===== config.mk =====
export PLATFORM = sky130hd
export DESIGN_NAME = ac97_top
export DESIGN_NICKNAME = d
export VERILOG_FILES = /design/src/ac97_pkg.sv /design/src/ac97_buf_arbiter.sv /design/src/ac97_frame_timing.sv /design/src/ac97_in_shift.sv /design/src/ac97_out_shift.sv /design/src/ac97_slot_mover.sv /design/src/ac97_top.sv /design/src/ac97_wb_slave.sv
export VERILOG_INCLUDE_DIRS = /design/src
export SDC_FILE = /design/constraint.sdc
export NUM_CORES = 1
export LEC_CHECK = 0
export ABC_CLOCK_PERIOD_IN_PS = 3700
export BUFFER_PORTS_ARGS = -buffer_cell sky130_fd_sc_hd__buf_2
export CAP_MARGIN = 10
export CORE_MARGIN = 2
export CORE_UTILIZATION = 55
export CTS_BUF_LIST = sky130_fd_sc_hd__clkbuf_2 sky130_fd_sc_hd__clkbuf_4 sky130_fd_sc_hd__clkbuf_8
export CTS_CLUSTER_SIZE = 12
export DETAILED_ROUTE_END_ITERATION = 10
export GPL_TIMING_DRIVEN = 0
export PLACE_DENSITY = 0.78
export SLEW_MARGIN = 40
export SYNTH_ARGS = -nofsm -noshare
export SYNTH_HDL_FRONTEND = slang
export SYNTH_SLANG_ARGS = --single-unit

===== constraint.sdc =====
create_clock -name clk -period 3.7 [get_ports clk]
set_input_delay 0.555 -clock clk [delete_from_list [all_inputs] [get_ports clk]]
set_output_delay 0.555 -clock clk [all_outputs]
set_load 0.005 [all_outputs]

===== src/ac97_config.svh =====
`ifndef AC97_CONFIG_SVH
`define AC97_CONFIG_SVH

// Frame timing
`define AC97_SYNC_LEN	8'd16		// Sync high time at frame start
`define AC97_RES_SIG	4'h4		// Resume sync length in ps_ce ticks

// Output slot latch enables, 20 bit clocks apart
`define AC97_LE_SLOT0	8'h11
`define AC97_LE_SLOT1	8'h25
`define AC97_LE_SLOT2	8'h39
`define AC97_LE_SLOT3	8'h4d
`define AC97_LE_SLOT4	8'h61
`define AC97_LE_SLOT6	8'h89

// Input valid thresholds, strobe rises once the whole word is in the shifter
`define AC97_IN_SLOT3	8'h61
`define AC97_IN_SLOT4	8'h75

// Sample RAM layout, two rings of left/right pairs
`define AC97_RING_DEPTH	8
`define AC97_PLAY_BASE	5'd0
`define AC97_CAP_BASE	5'd16

`endif


===== src/ac97_pkg.sv =====
package ac97_pkg;

	// One slot word
	typedef logic [19:0] sample_t;

	// Per-cycle frame strobes from the timing block
	typedef struct packed {
		logic		ld;		// Once per frame
		logic		sync;
		logic		valid;
		logic [5:0]	out_le;		// Slots 0,1,2,3,4,6
		logic [2:0]	in_valid;	// Slots 3,4,6
	} frame_evt_t;

	// Sample RAM access
	typedef struct packed {
		logic		we;
		logic [4:0]	addr;
		sample_t	data;
	} ram_req_t;

	// Wishbone classic, host side
	typedef struct packed {
		logic		cyc;
		logic		stb;
		logic		we;
		logic [7:0]	adr;
		logic [31:0]	dat;
	} wb_req_t;

	typedef struct packed {
		logic [31:0]	dat;
		logic		ack;
	} wb_rsp_t;

endpackage


===== src/ac97_buf_arbiter.sv =====
module ac97_buf_arbiter (
	input  logic			clk,
	input  logic			rst,
	input  ac97_pkg::ram_req_t	m_req,
	input  logic			m_valid,
	output logic			m_grant,
	output ac97_pkg::sample_t	m_rdata,
	input  ac97_pkg::ram_req_t	h_req,
	input  logic			h_valid,
	output logic			h_grant,
	output ac97_pkg::sample_t	h_rdata
);

	ac97_pkg::sample_t	mem [0:31];
	ac97_pkg::ram_req_t	sel;
	ac97_pkg::sample_t	rd_q;
	logic			any_grant;
	logic			m_served;
	logic			h_served;

	// Mover first, host takes what is left
	assign m_grant = m_valid;
	assign h_grant = h_valid & ~m_valid;
	assign any_grant = m_grant | h_grant;
	assign sel = m_valid ? m_req : h_req;

	always_ff @(posedge clk) begin
		if (any_grant && sel.we)
			mem[sel.addr] <= sel.data;
		if (any_grant && !sel.we)
			rd_q <= mem[sel.addr];
	end

	// Owner of the read register
	always_ff @(posedge clk or negedge rst) begin
		if (!rst) begin
			m_served <= 1'b0;
			h_served <= 1'b0;
		end else begin
			m_served <= m_grant & ~m_req.we;
			h_served <= h_grant & ~h_req.we;
		end
	end

	assign m_rdata = m_served ? rd_q : '0;
	assign h_rdata = h_served ? rd_q : '0;

endmodule


===== src/ac97_frame_timing.sv =====
`include "ac97_config.svh"

module ac97_frame_timing (
	input  logic			clk,
	input  logic			rst,
	input  logic			ps_ce,
	input  logic			suspend_req,
	input  logic			resume_req,
	output ac97_pkg::frame_evt_t	evt,
	output logic			suspended
);

	logic [7:0]		cnt;
	ac97_pkg::frame_evt_t	ev_q;
	logic			sync_resume;
	logic [3:0]		res_cnt;
	logic			resume_done;

	assign resume_done = sync_resume & (res_cnt == `AC97_RES_SIG);

	always_comb begin
		evt = ev_q;
		evt.sync = ev_q.sync | sync_resume;
	end

	// Bit clock counter, parked at 0xFF while suspended
	always_ff @(posedge clk or negedge rst) begin
		if (!rst)
			cnt <= 8'hff;
		else if (suspended)
			cnt <= 8'hff;
		else
			cnt <= cnt + 8'h1;
	end

	// Registered compares, one clock behind the counter
	always_ff @(posedge clk or negedge rst) begin
		if (!rst) begin
			ev_q <= '0;
			ev_q.valid <= 1'b1;		// Same as a compare on 0xFF
			ev_q.in_valid <= 3'b111;	// No false input edge after reset
		end else begin
			ev_q.ld <= (cnt == 8'h00);
			ev_q.sync <= (cnt < `AC97_SYNC_LEN);
			ev_q.valid <= (cnt > `AC97_LE_SLOT2);
			ev_q.out_le[0] <= (cnt == `AC97_LE_SLOT0);
			ev_q.out_le[1] <= (cnt == `AC97_LE_SLOT1);
			ev_q.out_le[2] <= (cnt == `AC97_LE_SLOT2);
			ev_q.out_le[3] <= (cnt == `AC97_LE_SLOT3);
			ev_q.out_le[4] <= (cnt == `AC97_LE_SLOT4);
			ev_q.out_le[5] <= (cnt == `AC97_LE_SLOT6);
			ev_q.in_valid[0] <= (cnt > `AC97_IN_SLOT3);
			ev_q.in_valid[1] <= (cnt > `AC97_IN_SLOT4);
			ev_q.in_valid[2] <= (cnt > `AC97_LE_SLOT6);
		end
	end

	// Enter suspend only at the end of a frame, after all slots left the shifter
	always_ff @(posedge clk or negedge rst) begin
		if (!rst)
			suspended <= 1'b0;
		else if (resume_done)
			suspended <= 1'b0;
		else if (suspend_req && cnt == 8'hfe)
			suspended <= 1'b1;
	end

	// Resume signalling on sync
	always_ff @(posedge clk or negedge rst) begin
		if (!rst)
			sync_resume <= 1'b0;
		else if (resume_done)
			sync_resume <= 1'b0;
		else if (suspended && resume_req)
			sync_resume <= 1'b1;
	end

	always_ff @(posedge clk or negedge rst) begin
		if (!rst)
			res_cnt <= 4'h0;
		else if (!sync_resume)
			res_cnt <= 4'h0;
		else if (ps_ce)
			res_cnt <= res_cnt + 4'h1;
	end

endmodule


===== src/ac97_in_shift.sv =====
module ac97_in_shift (
	input  logic			clk,
	input  logic			rst,
	input  ac97_pkg::frame_evt_t	evt,
	input  logic			sdata_in,
	output ac97_pkg::sample_t	cap_l,
	output ac97_pkg::sample_t	cap_r,
	output logic			cap_done
);

	ac97_pkg::sample_t	sr;
	logic [1:0]		iv_q;
	logic [1:0]		iv_rise;

	assign iv_rise = evt.in_valid[1:0] & ~iv_q;

	always_ff @(posedge clk)
		sr <= {sr[18:0], sdata_in};

	always_ff @(posedge clk or negedge rst) begin
		if (!rst) begin
			iv_q <= 2'b11;		// Strobes come out of reset high
			cap_done <= 1'b0;
		end else begin
			iv_q <= evt.in_valid[1:0];
			cap_done <= iv_rise[1];	// Pair complete after slot 4
		end
	end

	// Slot 3 is left, slot 4 is right
	always_ff @(posedge clk) begin
		if (iv_rise[0])
			cap_l <= sr;
		if (iv_rise[1])
			cap_r <= sr;
	end

endmodule


===== src/ac97_out_shift.sv =====
module ac97_out_shift (
	input  logic			clk,
	input  logic			rst,
	input  ac97_pkg::frame_evt_t	evt,
	input  ac97_pkg::sample_t	pcm_l,
	input  ac97_pkg::sample_t	pcm_r,
	input  logic			pcm_valid,
	output logic			sdata_out
);

	ac97_pkg::sample_t	sr;
	logic [15:0]		tag;

	// Frame valid, slots 1/2 empty, slots 3/4 valid
	assign tag = {pcm_valid, 2'b00, pcm_valid, pcm_valid, 11'h000};

	assign sdata_out = sr[19];	// MSB first

	always_ff @(posedge clk or negedge rst) begin
		if (!rst)
			sr <= '0;
		else if (evt.out_le[0])
			sr <= {tag, 4'h0};		// Tag fills the top 16 bits
		else if (evt.out_le[3])
			sr <= pcm_l;
		else if (evt.out_le[4])
			sr <= pcm_r;
		else if (evt.out_le[1] | evt.out_le[2] | evt.out_le[5])
			sr <= '0;			// No register access, slot 6 unused
		else
			sr <= {sr[18:0], 1'b0};
	end

endmodule


===== src/ac97_slot_mover.sv =====
`include "ac97_config.svh"

module ac97_slot_mover (
	input  logic			clk,
	input  logic			rst,
	input  ac97_pkg::frame_evt_t	evt,
	input  logic			cap_done,
	input  ac97_pkg::sample_t	cap_l,
	input  ac97_pkg::sample_t	cap_r,
	output ac97_pkg::ram_req_t	ram_req,
	output logic			ram_valid,
	input  logic			ram_grant,
	input  ac97_pkg::sample_t	ram_rdata,
	output ac97_pkg::sample_t	pcm_l,
	output ac97_pkg::sample_t	pcm_r,
	output logic			pcm_valid
);

	localparam int IW = $clog2(`AC97_RING_DEPTH);

	typedef enum logic [2:0] {
		MV_IDLE,
		MV_RD_L,
		MV_RD_R,
		MV_RD_DONE,
		MV_WR_L,
		MV_WR_R
	} mv_state_t;

	mv_state_t	state;
	logic [IW-1:0]	play_idx;
	logic [IW-1:0]	cap_idx;

	function automatic logic [IW-1:0] ring_next(input logic [IW-1:0] idx);
		if (idx == IW'(`AC97_RING_DEPTH - 1))
			return '0;
		return idx + 1'b1;
	endfunction

	// Request per state, words of a pair are adjacent
	always_comb begin
		ram_req = '0;
		ram_valid = 1'b0;
		case (state)
			MV_RD_L: begin
				ram_valid = 1'b1;
				ram_req.addr = `AC97_PLAY_BASE + 5'({play_idx, 1'b0});
			end
			MV_RD_R: begin
				ram_valid = 1'b1;
				ram_req.addr = `AC97_PLAY_BASE + 5'({play_idx, 1'b1});
			end
			MV_WR_L: begin
				ram_valid = 1'b1;
				ram_req.we = 1'b1;
				ram_req.addr = `AC97_CAP_BASE + 5'({cap_idx, 1'b0});
				ram_req.data = cap_l;
			end
			MV_WR_R: begin
				ram_valid = 1'b1;
				ram_req.we = 1'b1;
				ram_req.addr = `AC97_CAP_BASE + 5'({cap_idx, 1'b1});
				ram_req.data = cap_r;
			end
			default: ;
		endcase
	end

	always_ff @(posedge clk or negedge rst) begin
		if (!rst) begin
			state <= MV_IDLE;
			play_idx <= '0;
			cap_idx <= '0;
			pcm_valid <= 1'b0;
		end else begin
			case (state)
				MV_IDLE:
					if (evt.ld)
						state <= MV_RD_L;
					else if (cap_done)
						state <= MV_WR_L;
				MV_RD_L:
					if (ram_grant)
						state <= MV_RD_R;
				MV_RD_R:
					if (ram_grant)
						state <= MV_RD_DONE;
				MV_RD_DONE: begin
					state <= MV_IDLE;
					pcm_valid <= 1'b1;
					play_idx <= ring_next(play_idx);
				end
				MV_WR_L:
					if (ram_grant)
						state <= MV_WR_R;
				MV_WR_R:
					if (ram_grant) begin
						state <= MV_IDLE;
						cap_idx <= ring_next(cap_idx);
					end
				default:
					state <= MV_IDLE;
			endcase
		end
	end

	// Read data trails the grant by one cycle
	always_ff @(posedge clk) begin
		if (state == MV_RD_R)
			pcm_l <= ram_rdata;
		if (state == MV_RD_DONE)
			pcm_r <= ram_rdata;
	end

endmodule


===== src/ac97_top.sv =====
module ac97_top (
	input  logic			clk,
	input  logic			rst,
	input  logic			ps_ce,
	input  logic			sdata_in,
	output logic			sync,
	output logic			sdata_out,
	output logic			suspended,
	input  ac97_pkg::wb_req_t	wb_i,
	output ac97_pkg::wb_rsp_t	wb_o
);

	ac97_pkg::frame_evt_t	evt;
	logic			suspend_req;
	logic			resume_req;
	ac97_pkg::sample_t	pcm_l;
	ac97_pkg::sample_t	pcm_r;
	logic			pcm_valid;
	ac97_pkg::sample_t	cap_l;
	ac97_pkg::sample_t	cap_r;
	logic			cap_done;
	ac97_pkg::ram_req_t	m_req;
	logic			m_valid;
	logic			m_grant;
	ac97_pkg::sample_t	m_rdata;
	ac97_pkg::ram_req_t	h_req;
	logic			h_valid;
	logic			h_grant;
	ac97_pkg::sample_t	h_rdata;

	assign sync = evt.sync;

	ac97_frame_timing u_timing (
		.clk		(clk),
		.rst		(rst),
		.ps_ce		(ps_ce),
		.suspend_req	(suspend_req),
		.resume_req	(resume_req),
		.evt		(evt),
		.suspended	(suspended)
	);

	ac97_out_shift u_out (
		.clk		(clk),
		.rst		(rst),
		.evt		(evt),
		.pcm_l		(pcm_l),
		.pcm_r		(pcm_r),
		.pcm_valid	(pcm_valid),
		.sdata_out	(sdata_out)
	);

	ac97_in_shift u_in (
		.clk		(clk),
		.rst		(rst),
		.evt		(evt),
		.sdata_in	(sdata_in),
		.cap_l		(cap_l),
		.cap_r		(cap_r),
		.cap_done	(cap_done)
	);

	ac97_slot_mover u_mover (
		.clk		(clk),
		.rst		(rst),
		.evt		(evt),
		.cap_done	(cap_done),
		.cap_l		(cap_l),
		.cap_r		(cap_r),
		.ram_req	(m_req),
		.ram_valid	(m_valid),
		.ram_grant	(m_grant),
		.ram_rdata	(m_rdata),
		.pcm_l		(pcm_l),
		.pcm_r		(pcm_r),
		.pcm_valid	(pcm_valid)
	);

	ac97_buf_arbiter u_arb (
		.clk		(clk),
		.rst		(rst),
		.m_req		(m_req),
		.m_valid	(m_valid),
		.m_grant	(m_grant),
		.m_rdata	(m_rdata),
		.h_req		(h_req),
		.h_valid	(h_valid),
		.h_grant	(h_grant),
		.h_rdata	(h_rdata)
	);

	ac97_wb_slave u_wb (
		.clk		(clk),
		.rst		(rst),
		.wb_i		(wb_i),
		.wb_o		(wb_o),
		.suspended	(suspended),
		.suspend_req	(suspend_req),
		.resume_req	(resume_req),
		.ram_req	(h_req),
		.ram_valid	(h_valid),
		.ram_grant	(h_grant),
		.ram_rdata	(h_rdata)
	);

endmodule


===== src/ac97_wb_slave.sv =====
module ac97_wb_slave (
	input  logic			clk,
	input  logic			rst,
	input  ac97_pkg::wb_req_t	wb_i,
	output ac97_pkg::wb_rsp_t	wb_o,
	input  logic			suspended,
	output logic			suspend_req,
	output logic			resume_req,
	output ac97_pkg::ram_req_t	ram_req,
	output logic			ram_valid,
	input  logic			ram_grant,
	input  ac97_pkg::sample_t	ram_rdata
);

	logic		req;
	logic		is_ram;
	logic		ctrl_wr;
	logic		ack_q;
	logic		sel_ram_q;
	logic [31:0]	reg_dat_q;

	assign req = wb_i.cyc & wb_i.stb & ~ack_q;	// Quiet during the ack cycle
	assign is_ram = wb_i.adr[7];			// 0x80 and up
	assign ctrl_wr = req & wb_i.we & (wb_i.adr == 8'h00);

	assign ram_valid = req & is_ram;
	assign ram_req.we = wb_i.we;
	assign ram_req.addr = wb_i.adr[6:2];
	assign ram_req.data = wb_i.dat[19:0];

	assign wb_o.ack = ack_q;
	assign wb_o.dat = sel_ram_q ? {12'h000, ram_rdata} : reg_dat_q;

	always_ff @(posedge clk or negedge rst) begin
		if (!rst) begin
			ack_q <= 1'b0;
			sel_ram_q <= 1'b0;
			suspend_req <= 1'b0;
			resume_req <= 1'b0;
		end else begin
			ack_q <= req & (~is_ram | ram_grant);	// RAM waits for the grant
			sel_ram_q <= req & is_ram;
			resume_req <= ctrl_wr & wb_i.dat[1];	// One cycle pulse
			if (ctrl_wr)
				suspend_req <= wb_i.dat[0];
		end
	end

	// Register read data
	always_ff @(posedge clk) begin
		case (wb_i.adr)
			8'h00:		reg_dat_q <= {31'h0, suspend_req};
			8'h04:		reg_dat_q <= {31'h0, suspended};
			default:	reg_dat_q <= 32'h0;
		endcase
	end

endmodule


==> impl_metrics.yaml <==
cells_and_area:
  syn_to_final_growth_pct: 16.9
  antenna_cells: 0
  fillers: 3497
  drive_above_1_share: 0.315
  fin_nets: 1864
sta:
  grt_setup_unrepaired: "false"
  period_needed_ps: 3570
  finalMaxSlewViolations: 0
  fin_crit_sh: 0.964
  tightest_slew_ps: 829
  fmax_ghz: 0.280
  fin_skew_ps: 36.1
  hold_violations: 0
  maxSlewHeadroom: 0.447
  setup_viol: 0
  worst_hold_slack_ps: 98.3
worst_setup_path:
  worstPathArrival_ps: 3980
  path_delay_family: "buffers and inverters"
  crit_fanout: 10
  path_cells: "buf_2 > buf_1 > a211oi_2 > buf_2 > clkbuf_1 > mux4_2 > a22oi_1 > nand4_1"
  max_stage_delay_ps: 640
  rr_worst_depth: 8
  ff2ff_setup_slack_ps: 130
  r2r-start: "u_mover.state[0]"
  crit_type: "register to register"
  crit_buf_inv: 4
  critPathLaunchType: "register"
  worst_path_max_delay_cell: "clkbuf_1"
  required_ps: 4110
  cp_common_cell: "buf_2"
  worst_r2r_endpoint: "u_arb.rd_q[8]"
  endpoint_kind: "register"
pwr:
  p_total_uw: 17800
  total_leakage_power_uw: 0.0122
  powerDensity_mw_per_mm2: 488
  ir_worst_vdd_uv: 299
drt:
  drc_errors: 0
  first_pass_iters: 6
  routed_wl_microns: 73400
  via_per_inst: 6.24
  antenna_left: 0
  dr.first_iter.drc_count: 2036
  wire_per_inst_microns: 27.6
  vias: 16600
cts:
  cts_max_level: 3
  insertion_delay_ps: 730
  post_cts_buffers: 0
  cts_tree: "yes"
  cts_root_buffer: "clkbuf_8"
  numCtsBuffers: 117
  clock_sinks: 824
  clockBufferDepth: 3
  path_clk_slew_ps: 60
placement:
  numPortBuffers: 58
  gp_congestion: 0.873
  place_hpwl_microns: 49600
floorplan:
  coreArea_sq_mm: 0.0563
  die_x_microns: 243
  die_area_sq_mm: 0.0588
  rows: 87
  start_util: 0.556
  pin_count: 83
  die_h_microns: 243
yosys:
  synth_cells: 1560
  synth_ff_type: "edfxtp_1"
  async_flop_share: 0.0765
  synth-edff-count: 740
  yosysWarnings: 0
  ys_types: 49
  ys_ff_latch: 824
  syn_area_per_cell_sq_um: 20.1
  synth_area_sq_mm: 0.0313
  yosysSeqAreaShare: 0.774
global_route:
  grt_pass1_wl_microns: 109000
  grt.overflow.total: 0
  antenna_found_initial: 3
  grt_pass1_vias: 17100
  grt_max_degree: 64
  track_usage: 0.253
worst_hold_path:
  hp-start: "wb_i[40]"
  hold_path.class: "input port to register"
  hold_depth: 2
  hold_path_end: "u_arb.h_served"
run:
  maxCapViolCount: 0
status:
  outcome: "finished, final reports clean"
[power breakdown]
group,internal (uW),switching (uW)
Sequential,10200,13.1
Combinational,284,475
Clock,3620,3280
[cells by family after synthesis]
kind of cell | Yosys count | share of synthesized area
other cells | 1 | 0.000120
xor+xnor | 7 | 0.00196
buf+inv | 109 | 0.0175
simple gates | 262 | 0.0423
compound gates | 162 | 0.0366
fa+ha+maj | 11 | 0.00440
flops | 824 | 0.774
mux | 184 | 0.123
[layer usage]
metal	GRT usage	vias to the layer above	wire (microns)
met4	0.104	4	2500
met5	0	-	27
met2	0.412	1005	36500
met1	0.329	8520	26900
met3	0.0619	177	7420
li1	-	6874	-
[how the worst max path moves through the flow]
stage | startpoint | to | slack, ps | cells after the start
6_report | u_mover.state[0] | u_arb.rd_q[8] | 130 | 8
5_1_grt | u_mover.state[2] | u_arb.rd_q[1] | 20 | 9
3_3_place_gp | u_mover.state[0] | u_arb.mem[11][5] | -1550 | 5
4_1_cts | u_mover.state[0] | u_arb.rd_q[9] | 20 | 8
2_1_floorplan | u_mover.state[0] | u_arb.mem[0][10] | 520 | 5
3_5_place_dp | wb_i[35] | u_arb.mem[10][2] | -300 | 9
[cells in the mapped netlist (all sizes together), types with 12 or more instances]
cell | number | area, sq um
nor2 | 67 | 251
nor3 | 23 | 115
nand4 | 21 | 131
nand2 | 53 | 199
and2 | 26 | 163
o21ai | 35 | 175
clkbuf | 55 | 206
buf | 44 | 303
and3 | 22 | 138
dfrtp | 51 | 1280
edfxtp | 740 | 22200
a222oi | 15 | 150
dfstp | 12 | 315
dfxtp | 21 | 420
mux2i | 22 | 220
mux4 | 160 | 3600
a22oi | 81 | 608
nand2b | 16 | 100
[state kept, by name, indices dropped and copies added, names as in the netlist, 2 cells and up]
| name | count |
|---|---|
| u_timing.evt | 9 |
| u_arb.rd_q | 20 |
| u_in.sr | 20 |
| u_mover.state | 3 |
| u_mover.play_idx | 3 |
| u_in.cap_r | 20 |
| u_timing.cnt | 8 |
| u_out.sr | 20 |
| u_in.cap_l | 20 |
| u_mover.cap_idx | 3 |
| u_mover.pcm_l | 20 |
| u_mover.pcm_r | 20 |
| u_in.iv_q | 2 |
| u_timing.res_cnt | 4 |
| u_arb.mem | 640 |
[what timing repair did]
action | CTS | global route
resized for setup | 11 | 9
hold endpoints to repair | 52 | 0
hold buffers | 2 | 0
endpoints found under the setup margin | 323 | 14
[cells in the final DEF, fill, tap and decap left out, types with 34 or more instances in the layout]
master    synthesis  layout
edfxtp_1        740     740
mux4_2          160     160
clkbuf_8          0     126
a22oi_1          81      80
buf_2            17      76
nand2_1          53      51
dfrtp_1          51      51
clkbuf_4          0      50
clkbuf_1         55      41
nor2_1           67      34
[area by class of cell]
class | instances | area (sq um) | area share
Sequential cell | 824 | 24200 | 0.663
Multi-Input combinational cell | 638 | 7070 | 0.193
Clock buffer | 175 | 2100 | 0.0575
Timing Repair Buffer | 116 | 1460 | 0.0400
Tap cell | 756 | 946 | 0.0259
Buffer | 99 | 532 | 0.0145
Clock inverter | 41 | 190 | 0.00520
Inverter | 10 | 37.5 | 0.00103
[stage by stage]
step | utilization | cells | cell area [sq um] | worst slack, ps | TNS [ps]
3_5_place_dp | 0.608 | 2440 | 34200 | -305 | -55740
2_1_floorplan | - | 1571 | 31300 | 525 | 0
5_1_grt | 0.650 | 2659 | 36600 | 22.4 | 0
6_report | 0.650 | 2659 | 36600 | 134 | 0
3_3_place_gp | 0.579 | 2385 | 32600 | -1550 | -1134540
4_1_cts | 0.649 | 2658 | 36500 | 16.7 | 0
(Power assumes the default switching activity.)
